$ cat src/source/bridge_proto_pkg.sv
`default_nettype none

package bridge_proto_pkg;

  // UART side
  localparam int uart_byte_w = 8;
  localparam int rx_depth    = 8;   // Entries visible in the rx window
  localparam int fifo_lvl_w  = 3;

  localparam logic [fifo_lvl_w-1:0] rx_ready_limit = 3'd7;

  // Command nibble, low half of the first byte
  localparam logic [3:0] cmd_reg_read  = 4'h1;
  localparam logic [3:0] cmd_reg_write = 4'h2;

  // First byte of each response
  localparam logic [uart_byte_w-1:0] resp_write_code = 8'h05;
  localparam logic [uart_byte_w-1:0] resp_error_code = 8'h0F;

  // Response lengths in bytes
  localparam logic [fifo_lvl_w-1:0] resp_len_write = 3'd3;
  localparam logic [fifo_lvl_w-1:0] resp_len_read  = 3'd4;
  localparam logic [fifo_lvl_w-1:0] resp_len_error = 3'd2;

  typedef enum logic [1:0] {
    resp_none,
    resp_write,
    resp_read,
    resp_error
  } resp_kind_t;

endpackage

`default_nettype wire

$ cat src/source/reg_bus_pkg.sv
`default_nettype none

package reg_bus_pkg;

  localparam int apb_addr_w = 8;
  localparam int apb_data_w = 32;
  localparam int word_bytes = 4;

  // Register word, seen whole on APB and byte by byte on the UART
  // Byte 3 is the most significant byte
  typedef union packed {
    logic [apb_data_w-1:0]       word;
    logic [word_bytes-1:0][7:0]  bytes;
  } reg_word_u;

endpackage

`default_nettype wire

$ cat src/source/apb_access.sv
`timescale 1ns/1ps
`default_nettype none

module apb_access (
  input  logic                              clk,
  input  logic                              rst_n,
  input  logic                              apb_start,
  input  logic                              apb_write,
  input  logic [reg_bus_pkg::apb_addr_w-1:0] reg_addr,
  input  reg_bus_pkg::reg_word_u            wdata,
  output logic                              psel,
  output logic                              penable,
  output logic                              pwrite,
  output logic [reg_bus_pkg::apb_addr_w-1:0] paddr,
  output logic [reg_bus_pkg::apb_data_w-1:0] pwdata,
  input  logic [reg_bus_pkg::apb_data_w-1:0] prdata,
  input  logic                              pslverr,
  output reg_bus_pkg::reg_word_u            rdata,
  output logic                              slv_err
);

  // Setup and access phases collapsed into one cycle
  always_ff @(posedge clk or negedge rst_n) begin
    if (!rst_n) begin
      psel    <= 1'b0;
      penable <= 1'b0;
      pwrite  <= 1'b0;
    end else begin
      psel    <= apb_start;
      penable <= apb_start;
      pwrite  <= apb_start & apb_write;
    end
  end

  // Address and write word are already latched upstream
  assign paddr  = reg_addr;
  assign pwdata = wdata.word;

  always_ff @(posedge clk) begin
    if (psel && penable) begin
      rdata.word <= prdata;
      slv_err    <= pslverr; // Held for the response
    end
  end

  // One access per start strobe, never back to back
  a_apb_single: assert property (@(posedge clk) disable iff (!rst_n)
    penable |-> psel ##1 !penable);

endmodule

`default_nettype wire

$ cat src/source/cmd_ctrl.sv
`timescale 1ns/1ps
`default_nettype none

module cmd_ctrl (
  input  logic                                   clk,
  input  logic                                   rst_n,
  input  logic                                   rx_done,
  input  logic [1:0]                             fatal_errors,
  input  logic [bridge_proto_pkg::fifo_lvl_w-1:0] rx_level,
  input  logic                                   cmd_valid,
  input  logic                                   cmd_is_read,
  input  logic                                   tx_grant,
  input  logic [bridge_proto_pkg::fifo_lvl_w-1:0] tx_level,
  input  logic                                   tx_wr,
  output logic                                   rx_fifo_flush,
  output logic                                   cap_cmd,
  output logic                                   cap_addr,
  output logic                                   cap_wdata,
  output logic                                   apb_start,
  output logic                                   apb_write,
  output logic                                   resp_active,
  output logic                                   tx_req,
  output bridge_proto_pkg::resp_kind_t           resp_kind,
  output logic [2:0]                             fatal_status
);
  import bridge_proto_pkg::*;
  import reg_bus_pkg::*;

  typedef enum logic [2:0] {
    st_idle,
    st_decode,
    st_addr_wait,
    st_data_wait,
    st_apb,
    st_grant_wait,
    st_respond
  } state_t;

  state_t                 state, next_state;
  resp_kind_t             next_kind;
  logic [1:0]             fatal_r;
  logic [fifo_lvl_w-1:0]  resp_len;
  logic                   field_err;

  assign field_err = (fatal_errors != 2'b00);

  always_comb begin
    next_state = state;
    next_kind  = resp_kind;
    case (state)
      st_idle: begin
        next_kind = resp_none;
        if (rx_done) next_state = st_decode;
      end
      st_decode: next_state = st_addr_wait; // cmd_valid settles here
      st_addr_wait: begin
        if (!cmd_valid || field_err) begin
          next_state = st_grant_wait;
          next_kind  = resp_error;
        end else if (rx_done) begin
          next_state = cmd_is_read ? st_apb : st_data_wait;
          next_kind  = cmd_is_read ? resp_read : resp_write;
        end
      end
      st_data_wait: begin
        if (field_err) begin
          next_state = st_grant_wait;
          next_kind  = resp_error;
        end else if (rx_level == fifo_lvl_w'(word_bytes)) begin
          next_state = st_apb;
        end
      end
      st_apb:        next_state = st_grant_wait;
      st_grant_wait: if (tx_grant) next_state = st_respond;
      st_respond:    if (tx_level == resp_len && !tx_wr) next_state = st_idle;
      default:       next_state = st_idle;
    endcase
  end

  always_comb begin
    case (resp_kind)
      resp_write: resp_len = resp_len_write;
      resp_read:  resp_len = resp_len_read;
      resp_error: resp_len = resp_len_error;
      default:    resp_len = '0;
    endcase
  end

  always_ff @(posedge clk or negedge rst_n) begin
    if (!rst_n) begin
      state         <= st_idle;
      resp_kind     <= resp_none;
      fatal_r       <= 2'b00;
      cap_addr      <= 1'b0;
      cap_wdata     <= 1'b0;
      rx_fifo_flush <= 1'b0;
    end else begin
      state     <= next_state;
      resp_kind <= next_kind;
      // Address and data are taken one cycle after the field completes
      cap_addr  <= (state == st_addr_wait) && (next_state inside {st_apb, st_data_wait});
      cap_wdata <= (state == st_data_wait) && (next_state == st_apb);
      rx_fifo_flush <= cap_cmd | cap_addr | cap_wdata; // Drop the consumed field
      if (state == st_idle)
        fatal_r <= 2'b00;
      else if (state == st_addr_wait || state == st_data_wait)
        fatal_r <= fatal_errors;
    end
  end

  assign cap_cmd      = (state == st_decode);
  assign apb_start    = (state == st_apb);
  assign apb_write    = (resp_kind == resp_write);
  assign resp_active  = (state == st_respond);
  assign tx_req       = (state == st_grant_wait) || (state == st_respond);
  assign fatal_status = {fatal_r, ~cmd_valid}; // Bit 0 flags a bad command

  // The builder may only write while the request is held
  a_wr_in_req: assert property (@(posedge clk) disable iff (!rst_n) tx_wr |-> tx_req);

endmodule

`default_nettype wire

$ cat src/source/resp_builder.sv
`timescale 1ns/1ps
`default_nettype none

module resp_builder (
  input  logic                                    clk,
  input  logic                                    rst_n,
  input  logic                                    resp_active,
  input  bridge_proto_pkg::resp_kind_t            resp_kind,
  input  logic [bridge_proto_pkg::fifo_lvl_w-1:0]  tx_level,
  input  logic [reg_bus_pkg::apb_addr_w-1:0]       reg_addr,
  input  reg_bus_pkg::reg_word_u                  rdata,
  input  logic                                    slv_err,
  input  logic [2:0]                              fatal_status,
  output logic                                    tx_wr,
  output logic [bridge_proto_pkg::uart_byte_w-1:0] tx_wdata
);
  import bridge_proto_pkg::*;
  import reg_bus_pkg::*;

  logic                    byte_ok;
  logic [uart_byte_w-1:0]  byte_sel;
  logic [1:0]              rd_idx;
  logic                    send;

  assign rd_idx = 2'(word_bytes - 1) - tx_level[1:0]; // MSB goes first

  // Byte k of the response is picked by the current tx level
  always_comb begin
    byte_ok  = 1'b0;
    byte_sel = '0;
    case (resp_kind)
      resp_write: begin
        byte_ok = 1'b1;
        case (tx_level)
          3'd0:    byte_sel = resp_write_code;
          3'd1:    byte_sel = reg_addr;
          3'd2:    byte_sel = {7'b0, slv_err};
          default: byte_ok  = 1'b0;
        endcase
      end
      resp_read: begin
        byte_ok  = (tx_level < fifo_lvl_w'(word_bytes));
        byte_sel = rdata.bytes[rd_idx];
      end
      resp_error: begin
        byte_ok = 1'b1;
        case (tx_level)
          3'd0:    byte_sel = resp_error_code;
          3'd1:    byte_sel = {5'b0, fatal_status}; // Fatal bits above cmd error
          default: byte_ok  = 1'b0;
        endcase
      end
      default: byte_ok = 1'b0;
    endcase
  end

  // Skip a cycle after each write so the level can catch up
  assign send = resp_active && byte_ok && !tx_wr;

  always_ff @(posedge clk or negedge rst_n) begin
    if (!rst_n)
      tx_wr <= 1'b0;
    else
      tx_wr <= send;
  end

  always_ff @(posedge clk) begin
    if (send) tx_wdata <= byte_sel;
  end

  a_no_back_to_back: assert property (@(posedge clk) disable iff (!rst_n)
    tx_wr |=> !tx_wr);

endmodule

`default_nettype wire

$ cat src/source/rx_field_capture.sv
`timescale 1ns/1ps
`default_nettype none

module rx_field_capture (
  input  logic clk,
  input  logic rst_n,
  input  logic [bridge_proto_pkg::rx_depth-1:0][bridge_proto_pkg::uart_byte_w-1:0] rx_array,
  input  logic [bridge_proto_pkg::fifo_lvl_w-1:0] rx_level,
  input  logic cap_cmd,
  input  logic cap_addr,
  input  logic cap_wdata,
  output logic cmd_valid,
  output logic cmd_is_read,
  output logic ready,
  output logic [reg_bus_pkg::apb_addr_w-1:0] reg_addr,
  output reg_bus_pkg::reg_word_u wdata
);
  import bridge_proto_pkg::*;
  import reg_bus_pkg::*;

  logic [3:0] cmd_nib;

  assign cmd_nib = rx_array[0][3:0];
  assign ready   = (rx_level < rx_ready_limit);

  always_ff @(posedge clk or negedge rst_n) begin
    if (!rst_n) begin
      cmd_valid   <= 1'b0;
      cmd_is_read <= 1'b0;
    end else if (cap_cmd) begin
      cmd_valid   <= (cmd_nib == cmd_reg_read) || (cmd_nib == cmd_reg_write);
      cmd_is_read <= (cmd_nib == cmd_reg_read);
    end
  end

  always_ff @(posedge clk) begin
    if (cap_addr) reg_addr <= rx_array[0];
    if (cap_wdata) begin
      // Oldest byte lands in the top byte
      for (int i = 0; i < word_bytes; i++) begin
        wdata.bytes[word_bytes-1-i] <= rx_array[i];
      end
    end
  end

endmodule

`default_nettype wire

$ cat src/source/uart_reg_bridge.sv
`timescale 1ns/1ps
`default_nettype none

module uart_reg_bridge (
  input  logic clk,
  input  logic rst_n,
  input  logic [bridge_proto_pkg::rx_depth-1:0][bridge_proto_pkg::uart_byte_w-1:0] rx_array,
  input  logic rx_done,
  input  logic [bridge_proto_pkg::fifo_lvl_w-1:0] rx_level,
  input  logic [1:0] fatal_errors,
  output logic rx_fifo_flush,
  output logic ready,
  output logic tx_req,
  input  logic tx_grant,
  output logic tx_wr,
  output logic [bridge_proto_pkg::uart_byte_w-1:0] tx_wdata,
  input  logic [bridge_proto_pkg::fifo_lvl_w-1:0] tx_level,
  output logic psel,
  output logic penable,
  output logic pwrite,
  output logic [reg_bus_pkg::apb_addr_w-1:0] paddr,
  output logic [reg_bus_pkg::apb_data_w-1:0] pwdata,
  input  logic [reg_bus_pkg::apb_data_w-1:0] prdata,
  input  logic pslverr
);
  import bridge_proto_pkg::*;
  import reg_bus_pkg::*;

  logic                   cmd_valid, cmd_is_read;
  logic                   cap_cmd, cap_addr, cap_wdata;
  logic                   apb_start, apb_write, resp_active, slv_err;
  logic [2:0]             fatal_status;
  logic [apb_addr_w-1:0]  reg_addr;
  reg_word_u              wdata, rdata;
  resp_kind_t             resp_kind;

  cmd_ctrl u_ctrl (
    .clk, .rst_n, .rx_done, .fatal_errors, .rx_level,
    .cmd_valid, .cmd_is_read, .tx_grant, .tx_level, .tx_wr,
    .rx_fifo_flush, .cap_cmd, .cap_addr, .cap_wdata,
    .apb_start, .apb_write, .resp_active, .tx_req,
    .resp_kind, .fatal_status
  );

  rx_field_capture u_capture (
    .clk, .rst_n, .rx_array, .rx_level,
    .cap_cmd, .cap_addr, .cap_wdata,
    .cmd_valid, .cmd_is_read, .ready, .reg_addr, .wdata
  );

  apb_access u_apb (
    .clk, .rst_n, .apb_start, .apb_write, .reg_addr, .wdata,
    .psel, .penable, .pwrite, .paddr, .pwdata,
    .prdata, .pslverr, .rdata, .slv_err
  );

  resp_builder u_resp (
    .clk, .rst_n, .resp_active, .resp_kind, .tx_level,
    .reg_addr, .rdata, .slv_err, .fatal_status,
    .tx_wr, .tx_wdata
  );

endmodule

`default_nettype wire

$ cat config.mk
export PLATFORM = sky130hd
export DESIGN_NAME = uart_reg_bridge
export DESIGN_NICKNAME = d
export VERILOG_FILES = /design/src/source/bridge_proto_pkg.sv /design/src/source/reg_bus_pkg.sv /design/src/source/apb_access.sv /design/src/source/cmd_ctrl.sv /design/src/source/resp_builder.sv /design/src/source/rx_field_capture.sv /design/src/source/uart_reg_bridge.sv
export SDC_FILE = /design/constraint.sdc
export NUM_CORES = 1
export LEC_CHECK = 0
export BUFFER_PORTS_ARGS = -buffer_cell sky130_fd_sc_hd__buf_2
export CAP_MARGIN = 20
export CORE_MARGIN = 2
export CORE_UTILIZATION = 47
export DETAILED_ROUTE_END_ITERATION = 7
export PLACE_DENSITY_LB_ADDON = 0.12
export SLEW_MARGIN = 40
export SYNTH_ARGS = -nofsm -noshare
export SYNTH_HDL_FRONTEND = slang
export SYNTH_SLANG_ARGS = --single-unit
$ cat constraint.sdc
create_clock -name clk -period 3.1 [get_ports clk]
set_input_delay 0.31 -clock clk [delete_from_list [all_inputs] [get_ports clk]]
set_output_delay 0.31 -clock clk [all_outputs]
set_load 0.05 [all_outputs]
---- Word-level counts from Yosys, hierarchy flattened ----
Index checks and enable logic that the tools add are counted.
storage, ports and cells
  bits in registers ....................... 96
  output and inout bits ................... 55
  word-level logic and storage cells ...... 88
  input port bits ......................... 109
operators by class
  add/subtract/negate cells ............... 1
  mux-type cells .......................... 25
  magnitude comparators ................... 3
  bitwise gates (word level) .............. 4
  reductions and logical operators ........ 20
  equality and inequality tests ........... 19
operator list
  cell                                                 count
  case mux 8 bit (3 select lines)                      2
  two-way mux 3 bit                                    8
  case mux 3 bit (7 select lines)                      1
  binary-select mux 8 bit (select 2 bit)               1
  equality test 3 bit, second input constant           5
  equality test 3 x 2 -> 1 bit, second input constant  4
  two-way mux 2 bit                                    6
  case mux 3 bit (3 select lines)                      1
  two-way mux 8 bit                                    1
  case mux 4 bit (2 select lines)                      1
  equality test 3 x 1 -> 1 bit, second input constant  2
  zero test 3 bit                                      2
  < comparator 3 bit, second input constant            2
  case mux 2 bit (3 select lines)                      1
  nonzero test 2 bit                                   3
  logical AND 1 bit                                    5
  equality test 2 bit, second input constant           2
  equality test 4 x 1 -> 1 bit, second input constant  1
  equality test 4 x 2 -> 1 bit, second input constant  1
  logical OR 1 bit                                     4
  equality test 3 bit                                  1
  < comparator 2 x 3 -> 1 bit, second input constant   1
  != test 3 x 2 -> 1 bit, second input constant        1
  case mux 1 bit (3 select lines)                      1
  12 further kinds                                     15

---- Logic depth before layout (Yosys ltp) ----
  word-level depth ........................ 9
  gate-level depth with buffers ........... 7

---- Hierarchy ----
A second synthesis with hierarchy kept.
unflattened totals
  cell total of the unflattened synthesis .. 248
  area total of the unflattened synthesis .. 4,007.6 µm²
modules (own cells, without submodules)
  module            area an instance (µm²)  cells each  times used
  apb_access        1,355.0                 77          1
  rx_field_capture  1,303.8                 49          1
  resp_builder      726.9                   56          1
  cmd_ctrl          621.8                   66          1

---- Least setup slack after synthesis ----
Ideal clock, no wire load.
  path type ............................... register to register
  start ................................... reg u_ctrl.resp_kind[0]
  end ..................................... reg u_resp.tx_wdata[0] (netlist bit), enable pin
  stages on the path, launching flop included .. 7
  required time ........................... 2.703 ns
  path slack .............................. 0.832 ns
  data arrival time ....................... 1.871 ns
  cells stage by stage .................... dfrtp_1 -> buf_2 -> nor2b_1 -> clkbuf_1 -> ha_1 -> a31oi_1 -> nor4_1
on the way
  cells in the longest elaborated chain, start to end .. 4
  elaborated cells between the ends (all ways) .. 6
  classes of those cells .................. 3 x eq/ne; 1 x mux; 2 x reduce/logical
ends and longest elaborated chain
  element                                                                     line                text
  from (decl)                                                                 cmd_ctrl.sv:23      output bridge_proto_pkg::resp_kind_t resp_kind,
  from (signal assigned)                                                      cmd_ctrl.sv:92      resp_kind <= resp_none;
  from (signal assigned)                                                      cmd_ctrl.sv:99      resp_kind <= next_kind;
  equality test 2 bit / equality test 2 x 1 -> 1 bit (equally long branches)  resp_builder.sv:31  case (resp_kind)
  case mux 1 bit (3 select lines) *                                           resp_builder.sv:31
  logical AND 1 bit * (2 in a row)                                            resp_builder.sv:58  assign send = resp_active && byte_ok && !tx_wr;
  net u_resp.send                                                             resp_builder.sv:23  logic send;
  to (signal assigned)                                                        resp_builder.sv:68  if (send) tx_wdata <= byte_sel;
  to (decl)                                                                   resp_builder.sv:15  output logic [bridge_proto_pkg::uart_byte_w-1:0] tx_wdata
Mark *: on every way through the listed nets, which the timed path passes. The rest lies on a longest branch.
A chain may end at the register's enable or synchronous reset.

---- Final worst setup path ----
  start ................................... reg u_ctrl.resp_kind[1]
  end ..................................... reg u_ctrl.cap_addr
on the way
  cells in the longest elaborated chain, start to end .. 9
  elaborated cells between the ends (all ways) .. 12
  classes of those cells .................. 6 x eq/ne; 3 x mux; 3 x reduce/logical
ends and longest elaborated chain
  element                                                                     line             text
  equality test 2 bit / equality test 2 x 1 -> 1 bit (equally long branches)  cmd_ctrl.sv:81   case (resp_kind)
  case mux 3 bit (3 select lines) *                                           cmd_ctrl.sv:81
  equality test 3 bit *                                                       cmd_ctrl.sv:75   st_respond: if (tx_level == resp_len && !tx_wr) next_state = st_idle;
  logical AND 1 bit *                                                         cmd_ctrl.sv:75
  two-way mux 3 bit *                                                         cmd_ctrl.sv:75
  case mux 3 bit (7 select lines) *                                           cmd_ctrl.sv:50   case (state)
  equality test 3 bit / equality test 3 x 2 -> 1 bit (equally long branches)  cmd_ctrl.sv:101  cap_addr <= (state == st_addr_wait) && (next_state inside {st_apb, st_data_wait});
  nonzero test 2 bit *                                                        cmd_ctrl.sv:101
  logical AND 1 bit *                                                         cmd_ctrl.sv:101
  to (signal assigned)                                                        cmd_ctrl.sv:101
  to (decl)                                                                   cmd_ctrl.sv:17   output logic cap_addr,
Every way passes the cells marked *; elsewhere a longest branch is shown, timed or not.

==> impl_metrics.json <==
{
  "post_drt_via_cell_ratio": 5.04,
  "antenna_cells_inserted": 0,
  "synthesis.area_per_instance_um2": 17.5,
  "max_clock_freq_ghz": 0.481,
  "numClockSinks": 96,
  "syn-cell-area_um2": 3690,
  "totalWireLength_mm": 6.73,
  "synth-seq-cells": 96,
  "drv.max_cap_violation_count": 0,
  "power_per_cell_area_nw_per_um2": 768,
  "detail_route.wirelength.met1_mm": 3.00,
  "layout.nets": 458,
  "critical_path_class": "reg -> reg",
  "post-route-min-period_ns": 2.08,
  "worst_pin_slew_ns": 0.458,
  "r2r_cells": 5,
  "num_vias": 2289,
  "arrival_ns": 2.32,
  "worst-path-max-fanout": 14,
  "total_global_routing_track_utilization_pct": 16.0,
  "met2_wirelength_mm": 2.97,
  "placementRows": 32,
  "synthesis.nets": 321,
  "start_util_pct": 48.2,
  "number_of_nets_with_antenna_violations_after_routing": 0,
  "cts_max_path_buffers": 2,
  "die_h_um": 92.6,
  "wl_per_cell_um": 14.8,
  "placeableCoreArea_um2": 7650,
  "tritoncts": "yes",
  "total_power_mw": 3.57,
  "skew_ns": 0.00850,
  "rsz0062_at_grt": "false",
  "leakagePower_nw": 1.88,
  "finalHoldViolations": 0,
  "endpoint_kind": "flop",
  "irDropWorstVdd_mv": 0.465,
  "status": "completed",
  "max-slew-margin-rel_pct": 69.5,
  "grt_remaining_overflow": 0,
  "die_width_um": 92.6,
  "timing.hold.ws_ns": 0.127,
  "final_layout_size_suffix_gt1_share_pct": 48.6,
  "synth-async-reset-ratio_pct": 15.6,
  "routed.top_layer": "met4",
  "path_clk_slew_ns": 0.09,
  "netlist_instances": 211,
  "grt_pass1_wl_mm": 10.2,
  "numPortBuffers": 131,
  "detailedRoute.firstPassIterationCount": 4,
  "worstSkewPairLatency_ns": 0.35,
  "grt_start_max_net_pins": 35,
  "drc_errors": 0,
  "required_ns": 3.34,
  "post-route-util_pct": 60.8,
  "hold_path_depth": 1,
  "grt_antenna_before_repair": 1,
  "worstSetupStartpointType": "flop",
  "vias_in_the_first_global_route": 2100,
  "report.final.slew_viol_count": 0,
  "detailroute.wirelength.met3_um": 626,
  "netlist-cell-type-count": 45,
  "nFillCells": 617,
  "cts_inserted_buffers": 9,
  "num_io_pins": 164,
  "detailed_place_hpwl_mm": 4.98,
  "period_share_pct": 67.1,
  "drt-initial-drc-count": 178,
  "synth-edff-count": 81,
  "die_area_um2": 8570,
  "min_path_type": "in -> reg",
  "cts_htree_levels": 3,
  "synthToLayoutAreaGrowth_pct": 26.2,
  "timing.setup.tns_ns": 0,
  "gp_routability_congestion": 0.843,
  "yosys_most_used_dff": "sky130_fd_sc_hd__edfxtp_1",
  "synthesis.yosys.warnings": 0,
  "ctsRootBufferMaster": "sky130_fd_sc_hd__clkbuf_8",
  "portion_of_the_post_synthesis_area_used_by_sequential_elements_pct": 76.1,
  "setup_viol": 0
}
-- registers in the layout, indices dropped and copies added (netlist names) --
signal	cells
u_apb.rdata	32
u_capture.wdata	32
u_capture.reg_addr	8
u_resp.tx_wdata	8
u_ctrl.state	3
u_ctrl.fatal_r	2
u_ctrl.resp_kind	2
u_apb.psel	1
u_apb.pwrite	1
u_apb.slv_err	1
u_capture.cmd_is_read	1
u_capture.cmd_valid	1
u_ctrl.cap_addr	1
u_ctrl.cap_wdata	1
u_ctrl.rx_fifo_flush	1
u_resp.tx_wr	1
-- routing by layer --
| layer | up-vias | global-route usage, % |
|---|---|---|
| met5 | - | 0 |
| met4 | 0 | 7.34 |
| met3 | 10 | 4.96 |
| met2 | 111 | 23.6 |
| met1 | 1069 | 21.9 |
| li1 | 1099 | - |
-- worst paths after layout --
check / slack [ns] / start / endpoint
max in group asynchronous: 2.46 / rst_n / u_ctrl.cap_addr
min in group asynchronous: 0.39 / rst_n / u_ctrl.rx_fifo_flush
min reg2reg: 0.50 / u_apb.psel / u_apb.slv_err
max reg2reg: 1.02 / u_ctrl.resp_kind[1] / u_ctrl.cap_addr
max: 1.02 / u_ctrl.resp_kind[1] / u_ctrl.cap_addr
min: 0.13 / rx_array[27] / u_capture.wdata[3]
-- final cells by class --
class,count,area [um2],area share (%)
inverters,8,30.0,0.645
multi-input cells,98,808,17.4
clock buffers,9,124,2.66
repair buffers,135,688,14.8
flip-flops and latches,96,2810,60.3
clock inverters,6,67.6,1.45
well taps,102,128,2.74
-- stage by stage --
stage	area, um2	setup slack [ns]	cells
floorplan	3690	0.832	211
global placement	4450	1.06	438
detailed placement	4450	1.03	438
CTS	4650	1.02	454
global route	4650	0.915	454
finish	4650	1.02	454
-- cell usage in the layout, fill, tap and decap left out, types with 2 or more instances in the layout --
| cell type | netlist | routed |
|---|---|---|
| sky130_fd_sc_hd__a21oi_1 | 10 | 10 |
| sky130_fd_sc_hd__a22o_1 | 7 | 7 |
| sky130_fd_sc_hd__a31oi_1 | 3 | 3 |
| sky130_fd_sc_hd__and2b_1 | 2 | 2 |
| sky130_fd_sc_hd__buf_2 | 4 | 131 |
| sky130_fd_sc_hd__buf_4 | 1 | 3 |
| sky130_fd_sc_hd__clkbuf_8 | 0 | 9 |
| sky130_fd_sc_hd__dfrtp_1 | 15 | 15 |
| sky130_fd_sc_hd__edfxtp_1 | 81 | 81 |
| sky130_fd_sc_hd__inv_1 | 5 | 5 |
| sky130_fd_sc_hd__inv_2 | 3 | 3 |
| sky130_fd_sc_hd__inv_6 | 0 | 2 |
| sky130_fd_sc_hd__mux2_2 | 2 | 2 |
| sky130_fd_sc_hd__mux4_2 | 8 | 8 |
| sky130_fd_sc_hd__nand2_1 | 10 | 10 |
| sky130_fd_sc_hd__nand2b_1 | 4 | 4 |
| sky130_fd_sc_hd__nand3_1 | 5 | 5 |
| sky130_fd_sc_hd__nand4b_1 | 2 | 2 |
| sky130_fd_sc_hd__nor2_1 | 7 | 7 |
| sky130_fd_sc_hd__nor2b_1 | 3 | 3 |
| sky130_fd_sc_hd__nor4_1 | 2 | 2 |
| sky130_fd_sc_hd__o21ai_0 | 7 | 7 |
| sky130_fd_sc_hd__or3_1 | 2 | 2 |
| sky130_fd_sc_hd__xnor2_1 | 2 | 2 |
-- cell usage after synthesis, types with 2 or more instances --
master                     number  share of area [%]
sky130_fd_sc_hd__buf_2          4               0.54
sky130_fd_sc_hd__nand2b_1       4               0.68
sky130_fd_sc_hd__mux4_2         8                4.9
sky130_fd_sc_hd__clkbuf_1       4               0.41
sky130_fd_sc_hd__inv_2          3               0.31
sky130_fd_sc_hd__nand3_1        5               0.68
sky130_fd_sc_hd__a21oi_1       10                1.4
sky130_fd_sc_hd__nor2_1         7               0.71
sky130_fd_sc_hd__nand2_1       10                1.0
sky130_fd_sc_hd__nor2b_1        3               0.51
sky130_fd_sc_hd__a22o_1         7                1.7
sky130_fd_sc_hd__a31oi_1        3               0.51
sky130_fd_sc_hd__nor4_1         2               0.34
sky130_fd_sc_hd__edfxtp_1      81                 66
sky130_fd_sc_hd__xnor2_1        2               0.47
sky130_fd_sc_hd__o21ai_0        7               0.95
sky130_fd_sc_hd__or3_1          2               0.34
sky130_fd_sc_hd__and2b_1        2               0.41
sky130_fd_sc_hd__dfrtp_1       15                 10
sky130_fd_sc_hd__nand4b_1       2               0.47
sky130_fd_sc_hd__inv_1          5               0.51
sky130_fd_sc_hd__mux2_2         2               0.61
-- power by group --
part	total [mW]	internal [mW]	switching (mW)
combinational	0.950	0.334	0.616
clock	0.784	0.373	0.411
sequential	1.84	1.68	0.155
-- critical path, stage by stage (launching register included) --
cell and delay (ns):
sky130_fd_sc_hd__dfrtp_1 0.61, sky130_fd_sc_hd__nor2b_1 0.43, sky130_fd_sc_hd__ha_1 0.32, sky130_fd_sc_hd__a31o_2 0.23, sky130_fd_sc_hd__nor4b_2 0.16, sky130_fd_sc_hd__o211a_1 0.22
-- kinds of logic (layout without fill, tap and decap cells) --
logic type	after synthesis	after routing	share of synthesized area (%)
fa+ha+maj	1	1	0.339
simple gates	46	46	7.90
xor+xnor	2	2	0.475
compound gates	38	38	7.43
flops	96	96	76.1
buf+inv	17	158	1.97
mux	11	11	5.77
-- what timing repair did --
action / in CTS / in global routing
buffers inserted: 0 / 0
gates resized for setup: 0 / 0
hold buffers: 1 / 0
endpoints found under the hold margin: 15 / 0
setup endpoints to repair: 0 / 0
No activity file was read; power rests on OpenSTA's default activity.
